--- config.mk ---
export PLATFORM = sky130hd
export DESIGN_NAME = dl11_top
export DESIGN_NICKNAME = d
export VERILOG_FILES = /design/src/rtl/dl11_pkg.sv /design/src/rtl/dl11_brg.sv /design/src/rtl/dl11_regs.sv /design/src/rtl/dl11_top.sv /design/src/rtl/dl11_uart_rx.sv /design/src/rtl/dl11_uart_tx.sv
export VERILOG_INCLUDE_DIRS = /design/src /design/src/rtl
export SDC_FILE = /design/constraint.sdc
export NUM_CORES = 1
export LEC_CHECK = 0
export ABC_AREA = 0
export BUFFER_PORTS_ARGS = -buffer_cell sky130_fd_sc_hd__buf_4
export CAP_MARGIN = 10
export CORE_MARGIN = 8
export CORE_UTILIZATION = 51
export DETAILED_ROUTE_END_ITERATION = 8
export MAX_ROUTING_LAYER = met4
export PLACE_DENSITY = 0.84
export SLEW_MARGIN = 15
export SYNTH_ARGS = -nofsm -noshare
export SYNTH_HDL_FRONTEND = slang
export SYNTH_SLANG_ARGS = --single-unit
--- constraint.sdc ---
create_clock -name clk -period 2.14 [get_ports clk]
set_input_delay 0.214 -clock clk [delete_from_list [all_inputs] [get_ports clk]]
set_output_delay 0.214 -clock clk [all_outputs]
set_load 0.05 [all_outputs]
--- src/rtl/dl11_cfg.svh ---
/*
 * DL11 serial line unit constants
 * I/O page register offsets, interrupt vectors and the baud divisor
 */
`ifndef DL11_CFG_SVH
`define DL11_CFG_SVH

// register offsets within the I/O page
`define DL11_RCSR 13'o17560
`define DL11_RBUF 13'o17562
`define DL11_XCSR 13'o17564
`define DL11_XBUF 13'o17566

// fixed interrupt vectors
`define DL11_RX_VECTOR 8'o060
`define DL11_TX_VECTOR 8'o064

// clk cycles per serial bit
// must be a multiple of 16 for the receive sampler
`define DL11_CLK_PER_BIT 32

`endif

--- src/rtl/dl11_pkg.sv ---
/*
 * DL11 serial line unit types
 * I/O page request bundle and the state encodings of all FSMs
 */
`default_nettype none

package dl11_pkg;

   // one I/O page cycle from the CPU side
   typedef struct packed {
      logic [12:0] addr;
      logic [15:0] wdata;
      logic        rd;
      logic        wr;
   } iopage_req_t;

   // transmit handoff between register block and transmitter
   typedef enum logic [1:0] {
      TTO_IDLE  = 2'd0,
      TTO_LOAD  = 2'd1,
      TTO_ACK   = 2'd2,
      TTO_DRAIN = 2'd3
   } tto_state_t;

   // receive handoff between receiver and register block
   typedef enum logic [1:0] {
      TTI_IDLE   = 2'd0,
      TTI_UNLOAD = 2'd1,
      TTI_ACK    = 2'd2,
      TTI_FULL   = 2'd3
   } tti_state_t;

   typedef enum logic [2:0] {
      RX_IDLE  = 3'd0,
      RX_START = 3'd1,
      RX_DATA  = 3'd2,
      RX_STOP  = 3'd3,
      RX_HOLD  = 3'd4
   } rx_state_t;

   typedef enum logic {
      TX_IDLE  = 1'b0,
      TX_SHIFT = 1'b1
   } tx_state_t;

endpackage

`default_nettype wire

--- src/rtl/dl11_brg.sv ---
/*
 * DL11 baud rate generator
 * single-cycle enable ticks for the bit rate and the 16x sample rate
 */
`timescale 1ns/1ns
`default_nettype none

`include "dl11_cfg.svh"

module dl11_brg
(
   input  logic clk,
   input  logic reset,
   output logic bit_tick,
   output logic sample_tick
);

   localparam int BIT_DIV    = `DL11_CLK_PER_BIT;
   localparam int SAMPLE_DIV = BIT_DIV / 16;
   localparam int CW         = $clog2(BIT_DIV);

   logic [CW-1:0] bit_cnt;
   logic [CW-1:0] sample_cnt;

   // both counters wrap on their own tick
   always_ff @(posedge clk)
   begin
      if (reset)
      begin
         bit_cnt    <= '0;
         sample_cnt <= '0;
      end
      else
      begin
         bit_cnt    <= bit_tick ? '0 : bit_cnt + 1'b1;
         sample_cnt <= sample_tick ? '0 : sample_cnt + 1'b1;
      end
   end

   assign bit_tick    = (bit_cnt == CW'(BIT_DIV - 1));
   assign sample_tick = (sample_cnt == CW'(SAMPLE_DIV - 1));

endmodule

`default_nettype wire

--- src/rtl/dl11_regs.sv ---
/*
 * DL11 I/O page register block
 * RCSR, RBUF, XCSR and XBUF with the TTI/TTO handoff FSMs
 * and the interrupt level and vector
 */
`timescale 1ns/1ns
`default_nettype none

`include "dl11_cfg.svh"

module dl11_regs
   import dl11_pkg::*;
(
   input  logic        clk,
   input  logic        reset,
   input  iopage_req_t iopage,
   output logic [15:0] data_out,
   output logic        decode,
   output logic        interrupt,
   output logic [7:0]  vector,
   output logic        ld_tx_req,
   input  logic        ld_tx_ack,
   input  logic        tx_empty,
   output logic [7:0]  tx_byte,
   output logic        uld_rx_req,
   input  logic        uld_rx_ack,
   input  logic        rx_empty,
   input  logic [7:0]  rx_data
);

   tto_state_t tto_state;
   tto_state_t tto_next;
   tti_state_t tti_state;
   tti_state_t tti_next;

   logic       sel_rcsr;
   logic       sel_rbuf;
   logic       sel_xcsr;
   logic       sel_xbuf;
   logic       rx_int_enable;
   logic       tx_int_enable;
   logic [7:0] xbuf;
   logic [7:0] rbuf;
   logic       tto_ready;
   logic       tti_done;
   logic       xbuf_wr;
   logic       rbuf_rd;
   logic       rx_int;
   logic       tx_int;

   // address decode
   assign sel_rcsr = (iopage.addr == `DL11_RCSR);
   assign sel_rbuf = (iopage.addr == `DL11_RBUF);
   assign sel_xcsr = (iopage.addr == `DL11_XCSR);
   assign sel_xbuf = (iopage.addr == `DL11_XBUF);
   assign decode   = sel_rcsr | sel_rbuf | sel_xcsr | sel_xbuf;

   assign xbuf_wr = iopage.wr && sel_xbuf;
   assign rbuf_rd = iopage.rd && sel_rbuf;

   // ready bits come straight from the handoff FSMs
   assign tto_ready = (tto_state == TTO_IDLE);
   assign tti_done  = (tti_state == TTI_FULL);

   // read mux
   always_comb
   begin
      data_out = 16'h0000;
      if (iopage.rd)
      begin
         if (sel_rcsr)
            data_out = {8'h00, tti_done, rx_int_enable, 6'b000000};
         else if (sel_rbuf)
            data_out = {8'h00, rbuf};
         else if (sel_xcsr)
            data_out = {8'h00, tto_ready, tx_int_enable, 6'b000000};
         else if (sel_xbuf)
            data_out = {8'h00, xbuf};
      end
   end

   // CSR and XBUF writes, RCSR and RBUF data bits are read only
   always_ff @(posedge clk)
   begin
      if (reset)
      begin
         rx_int_enable <= 1'b0;
         tx_int_enable <= 1'b0;
         xbuf          <= 8'h00;
      end
      else if (iopage.wr)
      begin
         if (sel_rcsr)
            rx_int_enable <= iopage.wdata[6];
         if (sel_xcsr)
            tx_int_enable <= iopage.wdata[6];
         if (sel_xbuf)
            xbuf <= iopage.wdata[7:0];
      end
   end

   assign tx_byte = xbuf;

   // TTO holds the request until the transmitter acks,
   // then waits for the frame to leave before going ready again
   always_comb
   begin
      tto_next = tto_state;
      case (tto_state)
         TTO_IDLE:
            if (xbuf_wr)
               tto_next = TTO_LOAD;
         TTO_LOAD:
            if (ld_tx_ack)
               tto_next = TTO_ACK;
         TTO_ACK:
            if (!ld_tx_ack)
               tto_next = TTO_DRAIN;
         TTO_DRAIN:
            if (tx_empty)
               tto_next = TTO_IDLE;
      endcase
   end

   // TTI pulls the byte out of the receiver and stays full until RBUF is read
   always_comb
   begin
      tti_next = tti_state;
      case (tti_state)
         TTI_IDLE:
            if (!rx_empty)
               tti_next = TTI_UNLOAD;
         TTI_UNLOAD:
            if (uld_rx_ack)
               tti_next = TTI_ACK;
         TTI_ACK:
            if (!uld_rx_ack)
               tti_next = TTI_FULL;
         TTI_FULL:
            if (rbuf_rd)
               tti_next = TTI_IDLE;
      endcase
   end

   always_ff @(posedge clk)
   begin
      if (reset)
      begin
         tto_state <= TTO_IDLE;
         tti_state <= TTI_IDLE;
      end
      else
      begin
         tto_state <= tto_next;
         tti_state <= tti_next;
      end
   end

   assign ld_tx_req  = (tto_state == TTO_LOAD);
   assign uld_rx_req = (tti_state == TTI_UNLOAD);

   // capture the byte while the receiver acks the unload
   always_ff @(posedge clk)
   begin
      if (reset)
         rbuf <= 8'h00;
      else if (tti_state == TTI_UNLOAD && uld_rx_ack)
         rbuf <= rx_data;
   end

   // interrupt level, receive has priority for the vector
   assign rx_int = rx_int_enable && tti_done;
   assign tx_int = tx_int_enable && tto_ready;

   always_ff @(posedge clk)
   begin
      if (reset)
         interrupt <= 1'b0;
      else
         interrupt <= rx_int || tx_int;
   end

   assign vector = rx_int ? `DL11_RX_VECTOR :
                   tx_int ? `DL11_TX_VECTOR :
                   8'h00;

endmodule

`default_nettype wire

--- src/rtl/dl11_top.sv ---
/*
 * DL11 serial line unit
 * baud generator, UART halves and the I/O page register block
 */
`timescale 1ns/1ns
`default_nettype none

module dl11_top
   import dl11_pkg::*;
(
   input  logic        clk,
   input  logic        reset,
   input  iopage_req_t iopage,
   output logic [15:0] data_out,
   output logic        decode,
   output logic        interrupt,
   output logic [7:0]  vector,
   output logic        rs232_tx,
   input  logic        rs232_rx
);

   logic       bit_tick;
   logic       sample_tick;
   logic       ld_tx_req;
   logic       ld_tx_ack;
   logic       tx_empty;
   logic [7:0] tx_byte;
   logic       uld_rx_req;
   logic       uld_rx_ack;
   logic       rx_empty;
   logic [7:0] rx_data;

   dl11_brg u_brg
   (
      .clk         (clk),
      .reset       (reset),
      .bit_tick    (bit_tick),
      .sample_tick (sample_tick)
   );

   dl11_uart_rx u_rx
   (
      .clk         (clk),
      .reset       (reset),
      .sample_tick (sample_tick),
      .rx_in       (rs232_rx),
      .uld_rx_req  (uld_rx_req),
      .uld_rx_ack  (uld_rx_ack),
      .rx_data     (rx_data),
      .rx_empty    (rx_empty)
   );

   dl11_regs u_regs
   (
      .clk        (clk),
      .reset      (reset),
      .iopage     (iopage),
      .data_out   (data_out),
      .decode     (decode),
      .interrupt  (interrupt),
      .vector     (vector),
      .ld_tx_req  (ld_tx_req),
      .ld_tx_ack  (ld_tx_ack),
      .tx_empty   (tx_empty),
      .tx_byte    (tx_byte),
      .uld_rx_req (uld_rx_req),
      .uld_rx_ack (uld_rx_ack),
      .rx_empty   (rx_empty),
      .rx_data    (rx_data)
   );

   dl11_uart_tx u_tx
   (
      .clk       (clk),
      .reset     (reset),
      .bit_tick  (bit_tick),
      .ld_tx_req (ld_tx_req),
      .tx_data   (tx_byte),
      .ld_tx_ack (ld_tx_ack),
      .tx_empty  (tx_empty),
      .tx_out    (rs232_tx)
   );

endmodule

`default_nettype wire

--- src/rtl/dl11_uart_rx.sv ---
/*
 * DL11 UART receiver
 * 16x oversampled async receiver holding one byte for the unload handshake
 */
`timescale 1ns/1ns
`default_nettype none

module dl11_uart_rx
   import dl11_pkg::*;
(
   input  logic       clk,
   input  logic       reset,
   input  logic       sample_tick,
   input  logic       rx_in,
   input  logic       uld_rx_req,
   output logic       uld_rx_ack,
   output logic [7:0] rx_data,
   output logic       rx_empty
);

   rx_state_t  rx_state;
   logic [1:0] rx_sync;
   logic       rx_line;
   logic       rx_prev;
   logic [3:0] sample_cnt;
   logic [2:0] bit_idx;
   logic [7:0] shreg;
   logic       bit_done;

   // two-flop synchronizer for the async line
   always_ff @(posedge clk)
   begin
      if (reset)
         rx_sync <= 2'b11;
      else
         rx_sync <= {rx_sync[0], rx_in};
   end

   assign rx_line  = rx_sync[1];
   assign bit_done = sample_tick && (sample_cnt == 4'd15);

   always_ff @(posedge clk)
   begin
      if (reset)
      begin
         rx_state   <= RX_IDLE;
         rx_prev    <= 1'b1;
         sample_cnt <= 4'd0;
         bit_idx    <= 3'd0;
         rx_empty   <= 1'b1;
         uld_rx_ack <= 1'b0;
      end
      else
      begin
         if (sample_tick)
            rx_prev <= rx_line;

         case (rx_state)
            RX_IDLE:
            begin
               // falling edge starts the hunt
               if (sample_tick && rx_prev && !rx_line)
               begin
                  sample_cnt <= 4'd0;
                  rx_state   <= RX_START;
               end
            end
            RX_START:
            begin
               if (sample_tick)
               begin
                  // mid start bit, still low or it was a glitch
                  if (sample_cnt == 4'd7)
                  begin
                     sample_cnt <= 4'd0;
                     bit_idx    <= 3'd0;
                     rx_state   <= rx_line ? RX_IDLE : RX_DATA;
                  end
                  else
                     sample_cnt <= sample_cnt + 4'd1;
               end
            end
            RX_DATA:
            begin
               if (sample_tick)
                  sample_cnt <= sample_cnt + 4'd1;
               if (bit_done)
               begin
                  bit_idx <= bit_idx + 3'd1;
                  if (bit_idx == 3'd7)
                     rx_state <= RX_STOP;
               end
            end
            RX_STOP:
            begin
               if (sample_tick)
                  sample_cnt <= sample_cnt + 4'd1;
               // a low stop bit drops the frame
               if (bit_done)
               begin
                  if (rx_line)
                  begin
                     rx_empty <= 1'b0;
                     rx_state <= RX_HOLD;
                  end
                  else
                     rx_state <= RX_IDLE;
               end
            end
            RX_HOLD:
            begin
               // frames arriving here are lost
               if (uld_rx_req && !uld_rx_ack)
                  uld_rx_ack <= 1'b1;
               else if (uld_rx_ack && !uld_rx_req)
               begin
                  uld_rx_ack <= 1'b0;
                  rx_empty   <= 1'b1;
                  rx_state   <= RX_IDLE;
               end
            end
            default:
               rx_state <= RX_IDLE;
         endcase
      end
   end

   // data path, LSB arrives first
   always_ff @(posedge clk)
   begin
      if (rx_state == RX_DATA && bit_done)
         shreg <= {rx_line, shreg[7:1]};
      if (rx_state == RX_STOP && bit_done && rx_line)
         rx_data <= shreg;
   end

endmodule

`default_nettype wire

--- src/rtl/dl11_uart_tx.sv ---
/*
 * DL11 UART transmitter
 * takes a byte over the load handshake and sends start, 8 data, stop
 */
`timescale 1ns/1ns
`default_nettype none

module dl11_uart_tx
   import dl11_pkg::*;
(
   input  logic       clk,
   input  logic       reset,
   input  logic       bit_tick,
   input  logic       ld_tx_req,
   input  logic [7:0] tx_data,
   output logic       ld_tx_ack,
   output logic       tx_empty,
   output logic       tx_out
);

   tx_state_t  tx_state;
   logic [9:0] frame;
   logic [3:0] bit_cnt;
   logic       load;

   // accept a new byte only when idle and the previous handshake is closed
   assign load = (tx_state == TX_IDLE) && ld_tx_req && !ld_tx_ack;

   always_ff @(posedge clk)
   begin
      if (reset)
      begin
         tx_state  <= TX_IDLE;
         bit_cnt   <= 4'd0;
         ld_tx_ack <= 1'b0;
         tx_out    <= 1'b1;
      end
      else
      begin
         // ack stays up until the request drops
         if (load)
            ld_tx_ack <= 1'b1;
         else if (ld_tx_ack && !ld_tx_req)
            ld_tx_ack <= 1'b0;

         case (tx_state)
            TX_IDLE:
            begin
               if (load)
               begin
                  bit_cnt  <= 4'd0;
                  tx_state <= TX_SHIFT;
               end
            end
            TX_SHIFT:
            begin
               if (bit_tick)
               begin
                  // tick 11 ends the stop bit
                  if (bit_cnt == 4'd10)
                  begin
                     tx_out   <= 1'b1;
                     tx_state <= TX_IDLE;
                  end
                  else
                  begin
                     tx_out  <= frame[0];
                     bit_cnt <= bit_cnt + 4'd1;
                  end
               end
            end
         endcase
      end
   end

   // stop bit, data LSB first, start bit in the low position
   always_ff @(posedge clk)
   begin
      if (load)
         frame <= {1'b1, tx_data, 1'b0};
      else if (tx_state == TX_SHIFT && bit_tick)
         frame <= {1'b1, frame[9:1]};
   end

   assign tx_empty = (tx_state == TX_IDLE);

endmodule

`default_nettype wire

# ---- After elaboration in Yosys (flattened, before gate mapping)
# Index checks and enable logic that the tools add are counted.
dict set report totals {
  wordCells 178
  reg_bits 80
  output_inout_bits 27
  inputBits 34
}
dict set report classes {
  n_addsub 5
  bitwise_logic 4
  reduce_logical 47
  muxes 57
  n_eq_ne 41
}
# op n
set ops {}
lappend ops {{16-bit 2-to-1 mux} 4}
lappend ops {{13-bit == test, second input constant} 4}
lappend ops {{3-bit 2-to-1 mux} 12}
lappend ops {{4-bit 2-to-1 mux} 7}
lappend ops {{2-bit != test, second input constant} 12}
lappend ops {{2-bit 2-to-1 mux} 9}
lappend ops {{9-bit 2-to-1 mux} 2}
lappend ops {{2-bit by 1-bit != test with 1-bit output, second input constant} 9}
lappend ops {{1-bit logical AND} 17}
lappend ops {{8-bit 2-to-1 mux} 2}
lappend ops {{2-bit case mux with 4 select lines} 2}
lappend ops {{4-bit AND reduction} 4}
lappend ops {{3-bit case mux with 5 select lines} 1}
lappend ops {{1-bit 2-to-1 mux} 12}
lappend ops {{4-bit case mux with 3 select lines} 1}
lappend ops {{5-bit by 1-bit adder with 5-bit output, second input constant} 2}
lappend ops {{2-bit AND reduction} 5}
lappend ops {{2-bit nonzero test} 5}
lappend ops {{4-bit by 1-bit adder with 4-bit output, second input constant} 2}
lappend ops {{2-bit == test, second input constant} 4}
lappend ops {{4-bit == test, second input constant} 2}
lappend ops {{4-bit case mux with 2 select lines} 1}
lappend ops {{8-bit AND reduction} 1}
lappend ops {{3-bit by 2-bit == test with 1-bit output, second input constant} 2}
lappend ops {{20 further kinds} 32}

# ---- Longest topological paths before layout
dict set report depth {
  ltp_word 6
  depth_mapped 9
  ltp_nobuf 9
}

# ---- Cells and area by module
# From an unflattened synthesis, not the netlist that was laid out.
dict set report unflattened {
  cells_unflattened 382
  area_unflattened_um2 3935.0
}
# module seq_area_each_um2 instances area_per_inst_um2 cells_each
set modules_own_cells {}
lappend modules_own_cells {dl11_regs 460.4 1 1462.7 172}
lappend modules_own_cells {dl11_uart_rx 780.7 1 1281.2 105}
lappend modules_own_cells {dl11_uart_tx 400.4 1 760.7 66}
lappend modules_own_cells {dl11_brg 200.2 1 430.4 39}

# ---- Least setup slack after synthesis
# Ideal clock, no wire load.
dict set report synth_timing {
  path_kind {flip-flop to flip-flop}
  from {register u_brg.sample_cnt[0]}
  to {register u_rx.rx_state[0]}
  n_path_buf 1
  slack_ns 0.047
  required_time_ns 2.019
  period_less_slack_ns 2.093
  stages_incl_launch_ff 8
  t_arrival_ns 1.972
  setup_ns 0.121
  cell_sequence {dfxtp_1 ha_1 or4b_1 buf_2 o211a_1 a2111oi_4 nand2_2 mux2_4}
}
dict set report synth_via {
  elab_chain_cells 5
  word_cells_on_any_way 9
  classes_between {eq/ne: 5; reduce/logical: 4}
}
# item line
set synth_lines {}
lappend synth_lines {{start, declared} dl11_brg.sv:23} ;# logic [CW-1:0] sample_cnt;
lappend synth_lines {{start signal, assigned} dl11_brg.sv:36} ;# sample_cnt <= sample_tick ? '0 : sample_cnt + 1'b1;
lappend synth_lines {{5-bit by 1-bit == test with 1-bit output (*)} dl11_brg.sv:41} ;# assign sample_tick = (sample_cnt == CW'(SAMPLE_DIV - 1));
lappend synth_lines {{1-bit logical AND (2 in series)} dl11_uart_rx.sv:62} ;# if (sample_tick && rx_prev && !rx_line)
lappend synth_lines {{2-bit by 1-bit != test with 1-bit output (no line)} -}
lappend synth_lines {{8-bit AND reduction (no line) (*)} -}
lappend synth_lines {{end signal, assigned} dl11_uart_rx.sv:77} ;# rx_state <= rx_line ? RX_IDLE : RX_DATA;
lappend synth_lines {{end, declared} dl11_uart_rx.sv:21} ;# rx_state_t rx_state;
# Every way passes the cells marked *; elsewhere a longest branch is shown, timed or not.
# A chain may end at the register's enable or synchronous reset.

# ---- Final worst setup path
dict set report layout_timing {
  from {register u_regs.tti_state[1]}
  to {register u_rx.rx_state[0]}
}
dict set report layout_via {
  elab_chain_cells 5
  word_cells_on_any_way 7
  classes_between {eq/ne: 3; reduce/logical: 4}
}
# item line
set layout_lines {}
lappend layout_lines {{start, declared} dl11_regs.sv:33} ;# tti_state_t tti_state;
lappend layout_lines {{start signal, assigned} dl11_regs.sv:155} ;# tti_state <= tti_next;
lappend layout_lines {{2-bit by 1-bit == test with 1-bit output (*)} dl11_regs.sv:160} ;# assign uld_rx_req = (tti_state == TTI_UNLOAD);
lappend layout_lines {{1-bit zero test} dl11_uart_rx.sv:115} ;# else if (uld_rx_ack && !uld_rx_req)
lappend layout_lines {{1-bit logical AND} dl11_uart_rx.sv:115}
lappend layout_lines {{2-bit by 1-bit != test with 1-bit output (no line)} -}
lappend layout_lines {{8-bit AND reduction (no line) (*)} -}
# Marks and branches as above.

==> flow_metrics.py <==
metrics = {
    "sta": {
        "relSlewSlack": 0.645,
        "slew_violations": 0,
        "tns_ns": 0,
        "max_freq_mhz": 480,
        "fin_crit_ns": 2.08,
        "rsz0062_at_grt": "true",
        "hold_viol": 0,
        "min_period_over_period": 0.974,
        "worst_pin_slew_ns": 0.532,
        "fin_worst_skew_ns": 0.0117,
        "setup_violations": 0,
    },
    "power_and_ir_drop": {
        "ir_drop_mv": 0.631,
        "p_leak_nw": 1.77,
        "fin_total_pwr_w": 0.00348,
        "power_density_mw_per_mm2": 791,
    },
    "detailed_routing": {
        "firstDrtPassIters": 4,
        "vias_per_cell": 5.29,
        "wl_um": 7510,
        "via_count": 2700,
        "first_iter_violations": 74,
        "ant_nets": 0,
        "drc_errors": 0,
        "wl_per_cell_um": 14.7,
    },
    "global_routing": {
        "antenna_found_initial": 0,
        "grt-ovfl-total": 0,
        "grt_pass1_wl_um": 12600,
        "grt_pass1_vias": 2722,
        "grt_max_degree": 53,
        "grt_util_all_layers": 0.157,
    },
    "setup_path": {
        "path_cells": "inv_1, ha_2, inv_1, ha_1, or3b_2, a21oi_2, a2111oi_4, nand2_2, mux2_4",
        "end_kind": "register",
        "cp_slowest_stage_delay_ns": 0.46,
        "cp_top_family": "simple AND/OR/NAND/NOR gates",
        "crit_path_start_kind": "register",
        "slowest_stage": "or3b_2",
        "critPathKind": "reg2reg",
        "worstPathMaxFanout": 3,
        "worstPathRequired_ns": 2.39,
        "cpMostUsedCell": "inv_1",
        "crit_arrival_ns": 2.33,
        "path_buf_inv": 2,
    },
    "clocking": {
        "cts_htree_levels": 3,
        "insertion_delay_ns": 0.35,
        "hold_buffers": 0,
        "cts_tree": "yes",
        "cts_buffer_depth": 2,
        "clkTransAtPathRegs_ns": 0.08,
        "clock_sinks": 80,
        "cts_root_buffer": "clkbuf_8",
        "numCtsBuffers": 9,
        "cts_setup_buffers": 0,
    },
    "yosys": {
        "syn_area_per_cell_um2": 10.5,
        "yosys-top-cells-area": "dfxtp_1, edfxtp_1, mux2i_1",
        "synthesis.area_mm2": 0.00378,
        "yosys_warnings": 0,
        "synth-seq-cells": 80,
        "ys_seq_area_frac": 0.487,
        "synth_top_cell_by_area": "dfxtp_1",
        "synth.distinct_cells": 52,
        "synth.top_cell.area_share": 0.297,
        "synth-edff-count": 24,
        "ys.flop_type": "dfxtp_1",
        "synthTopCellsByCount": "dfxtp_1, nor2_1, mux2i_1",
        "synthMostInstantiatedCell": "dfxtp_1",
        "synthArstFlopShare": 0,
        "postSynthCellCount": 359,
    },
    "placement": {
        "numPortBuffers": 39,
        "hpwl_um": 5460,
        "gp_congestion": 0.798,
        "dp.cells": 494,
    },
    "die": {
        "ios": 61,
        "die_y_um": 102,
        "fp-row-count": 31,
        "start_util": 0.524,
        "die_area_mm2": 0.0104,
        "die_w_um": 102,
        "core_area_mm2": 0.00721,
    },
    "final_layout": {
        "n_fill_cell": 585,
        "multi_input_area_mm2": 0.00178,
        "syn2layout_area_growth_pct": 16.3,
        "layout.nets": 462,
        "instances_no_fill": 510,
        "seqCellArea_mm2": 0.00184,
        "utilization": 0.609,
        "antennaDiodeCount": 0,
        "layout-drive-gt1-share": 0.219,
    },
    "min_path": {
        "min_path_type": "in2reg",
    },
    "job": {
        "maxCapViolCount": 0,
    },
    "status": {
        "status": "finished, final reports clean",
    },
}
==> area by class of cell <==
class / count / area share
inverter: 11 / 0.00940
timing repair buffer: 55 / 0.0940
multi-input combinational: 249 / 0.406
sequential: 80 / 0.420
clock buffer: 10 / 0.0290
tap: 99 / 0.0282
clock inverter: 6 / 0.0140
==> through the flow <==
stage          hold slack, ns  cell area, um^2  worst slack, ns
3_5_place_dp            0.402             4190          -0.0236
6_report               0.0425             4390           0.0566
4_1_cts                0.0295             4390           0.0240
2_1_floorplan           0.318             3820           0.0466
3_3_place_gp            0.399             4190           0.0520
5_1_grt                0.0339             4390          -0.0167
==> where the power goes <==
| group | total (W) | switching [W] | internal (W) |
|---|---|---|---|
| clock network | 0.00107 | 0.000533 | 0.000535 |
| registers | 0.00174 | 0.0000756 | 0.00166 |
| logic | 0.000670 | 0.000380 | 0.000290 |
==> cell usage in the layout, fill, tap and decap left out, drive strengths merged, types with 9 or more instances in the layout <==
master / Yosys / final
conb: 1 / 13
buf: 20 / 55
a21oi: 13 / 13
nand2: 22 / 22
mux2i: 28 / 28
edfxtp: 24 / 24
ha: 22 / 22
clkbuf: 11 / 10
nor2: 42 / 42
inv: 11 / 11
nor3: 12 / 12
dfxtp: 56 / 56
o21ai: 9 / 9
==> sequential cells by signal, summed over array words and instances, names as in the netlist, 4 cells and up <==
register and count:
u_tx.frame 9, u_rx.rx_data 8, u_tx.bit_cnt 4, u_brg.bit_cnt 5, u_brg.sample_cnt 5, u_regs.tx_byte 8
u_rx.sample_cnt 4, u_regs.rbuf 8, u_rx.shreg 8
==> final timing paths <==
path	cells after the start	from	slack, ns	to
worst max-delay path	9	u_regs.tti_state[1]$_SDFFE_PP0P_	0.06	u_rx.rx_state[0]$_SDFFE_PP0P_
worst min-delay path	2	rs232_rx	0.04	u_rx.rx_sync[0]$_SDFF_PP1_
worst max register to register	9	u_regs.tti_state[1]$_SDFFE_PP0P_	0.06	u_rx.rx_state[0]$_SDFFE_PP0P_
worst min register to register	1	u_rx.rx_sync[0]$_SDFF_PP1_	0.42	u_rx.rx_sync[1]$_SDFF_PP1_
==> routing by layer <==
metal	vias up	GRT usage	part of all wire
li1	1346	-	-
met1	1283	0.171	0.42
met2	57	0.258	0.50
met3	14	0.0484	0.059
met4	0	0.0722	0.018
met5	-	-	0
==> kinds of logic (layout without fill, tap and decap cells) <==
| kind of cell | Yosys count | after routing | synth area share |
|---|---|---|---|
| AO/OA/AOI/OAI | 43 | 43 | 0.0874 |
| multiplexers | 31 | 31 | 0.0900 |
| adder cells (fa/ha/maj) | 22 | 22 | 0.0728 |
| other | 1 | 13 | 0.000992 |
| XOR/XNOR | 9 | 9 | 0.0209 |
| buffers and inverters | 42 | 82 | 0.0563 |
| flip-flops | 80 | 80 | 0.487 |
| AND/OR/NAND/NOR | 131 | 131 | 0.184 |
==> timing repair <==
item                                    in CTS  in global routing
endpoints found under the setup margin       1                  3
cloned                                       0                  0
gates resized for setup                      2                  5
pin swaps                                    0                  1
(Power assumes the default switching activity.)
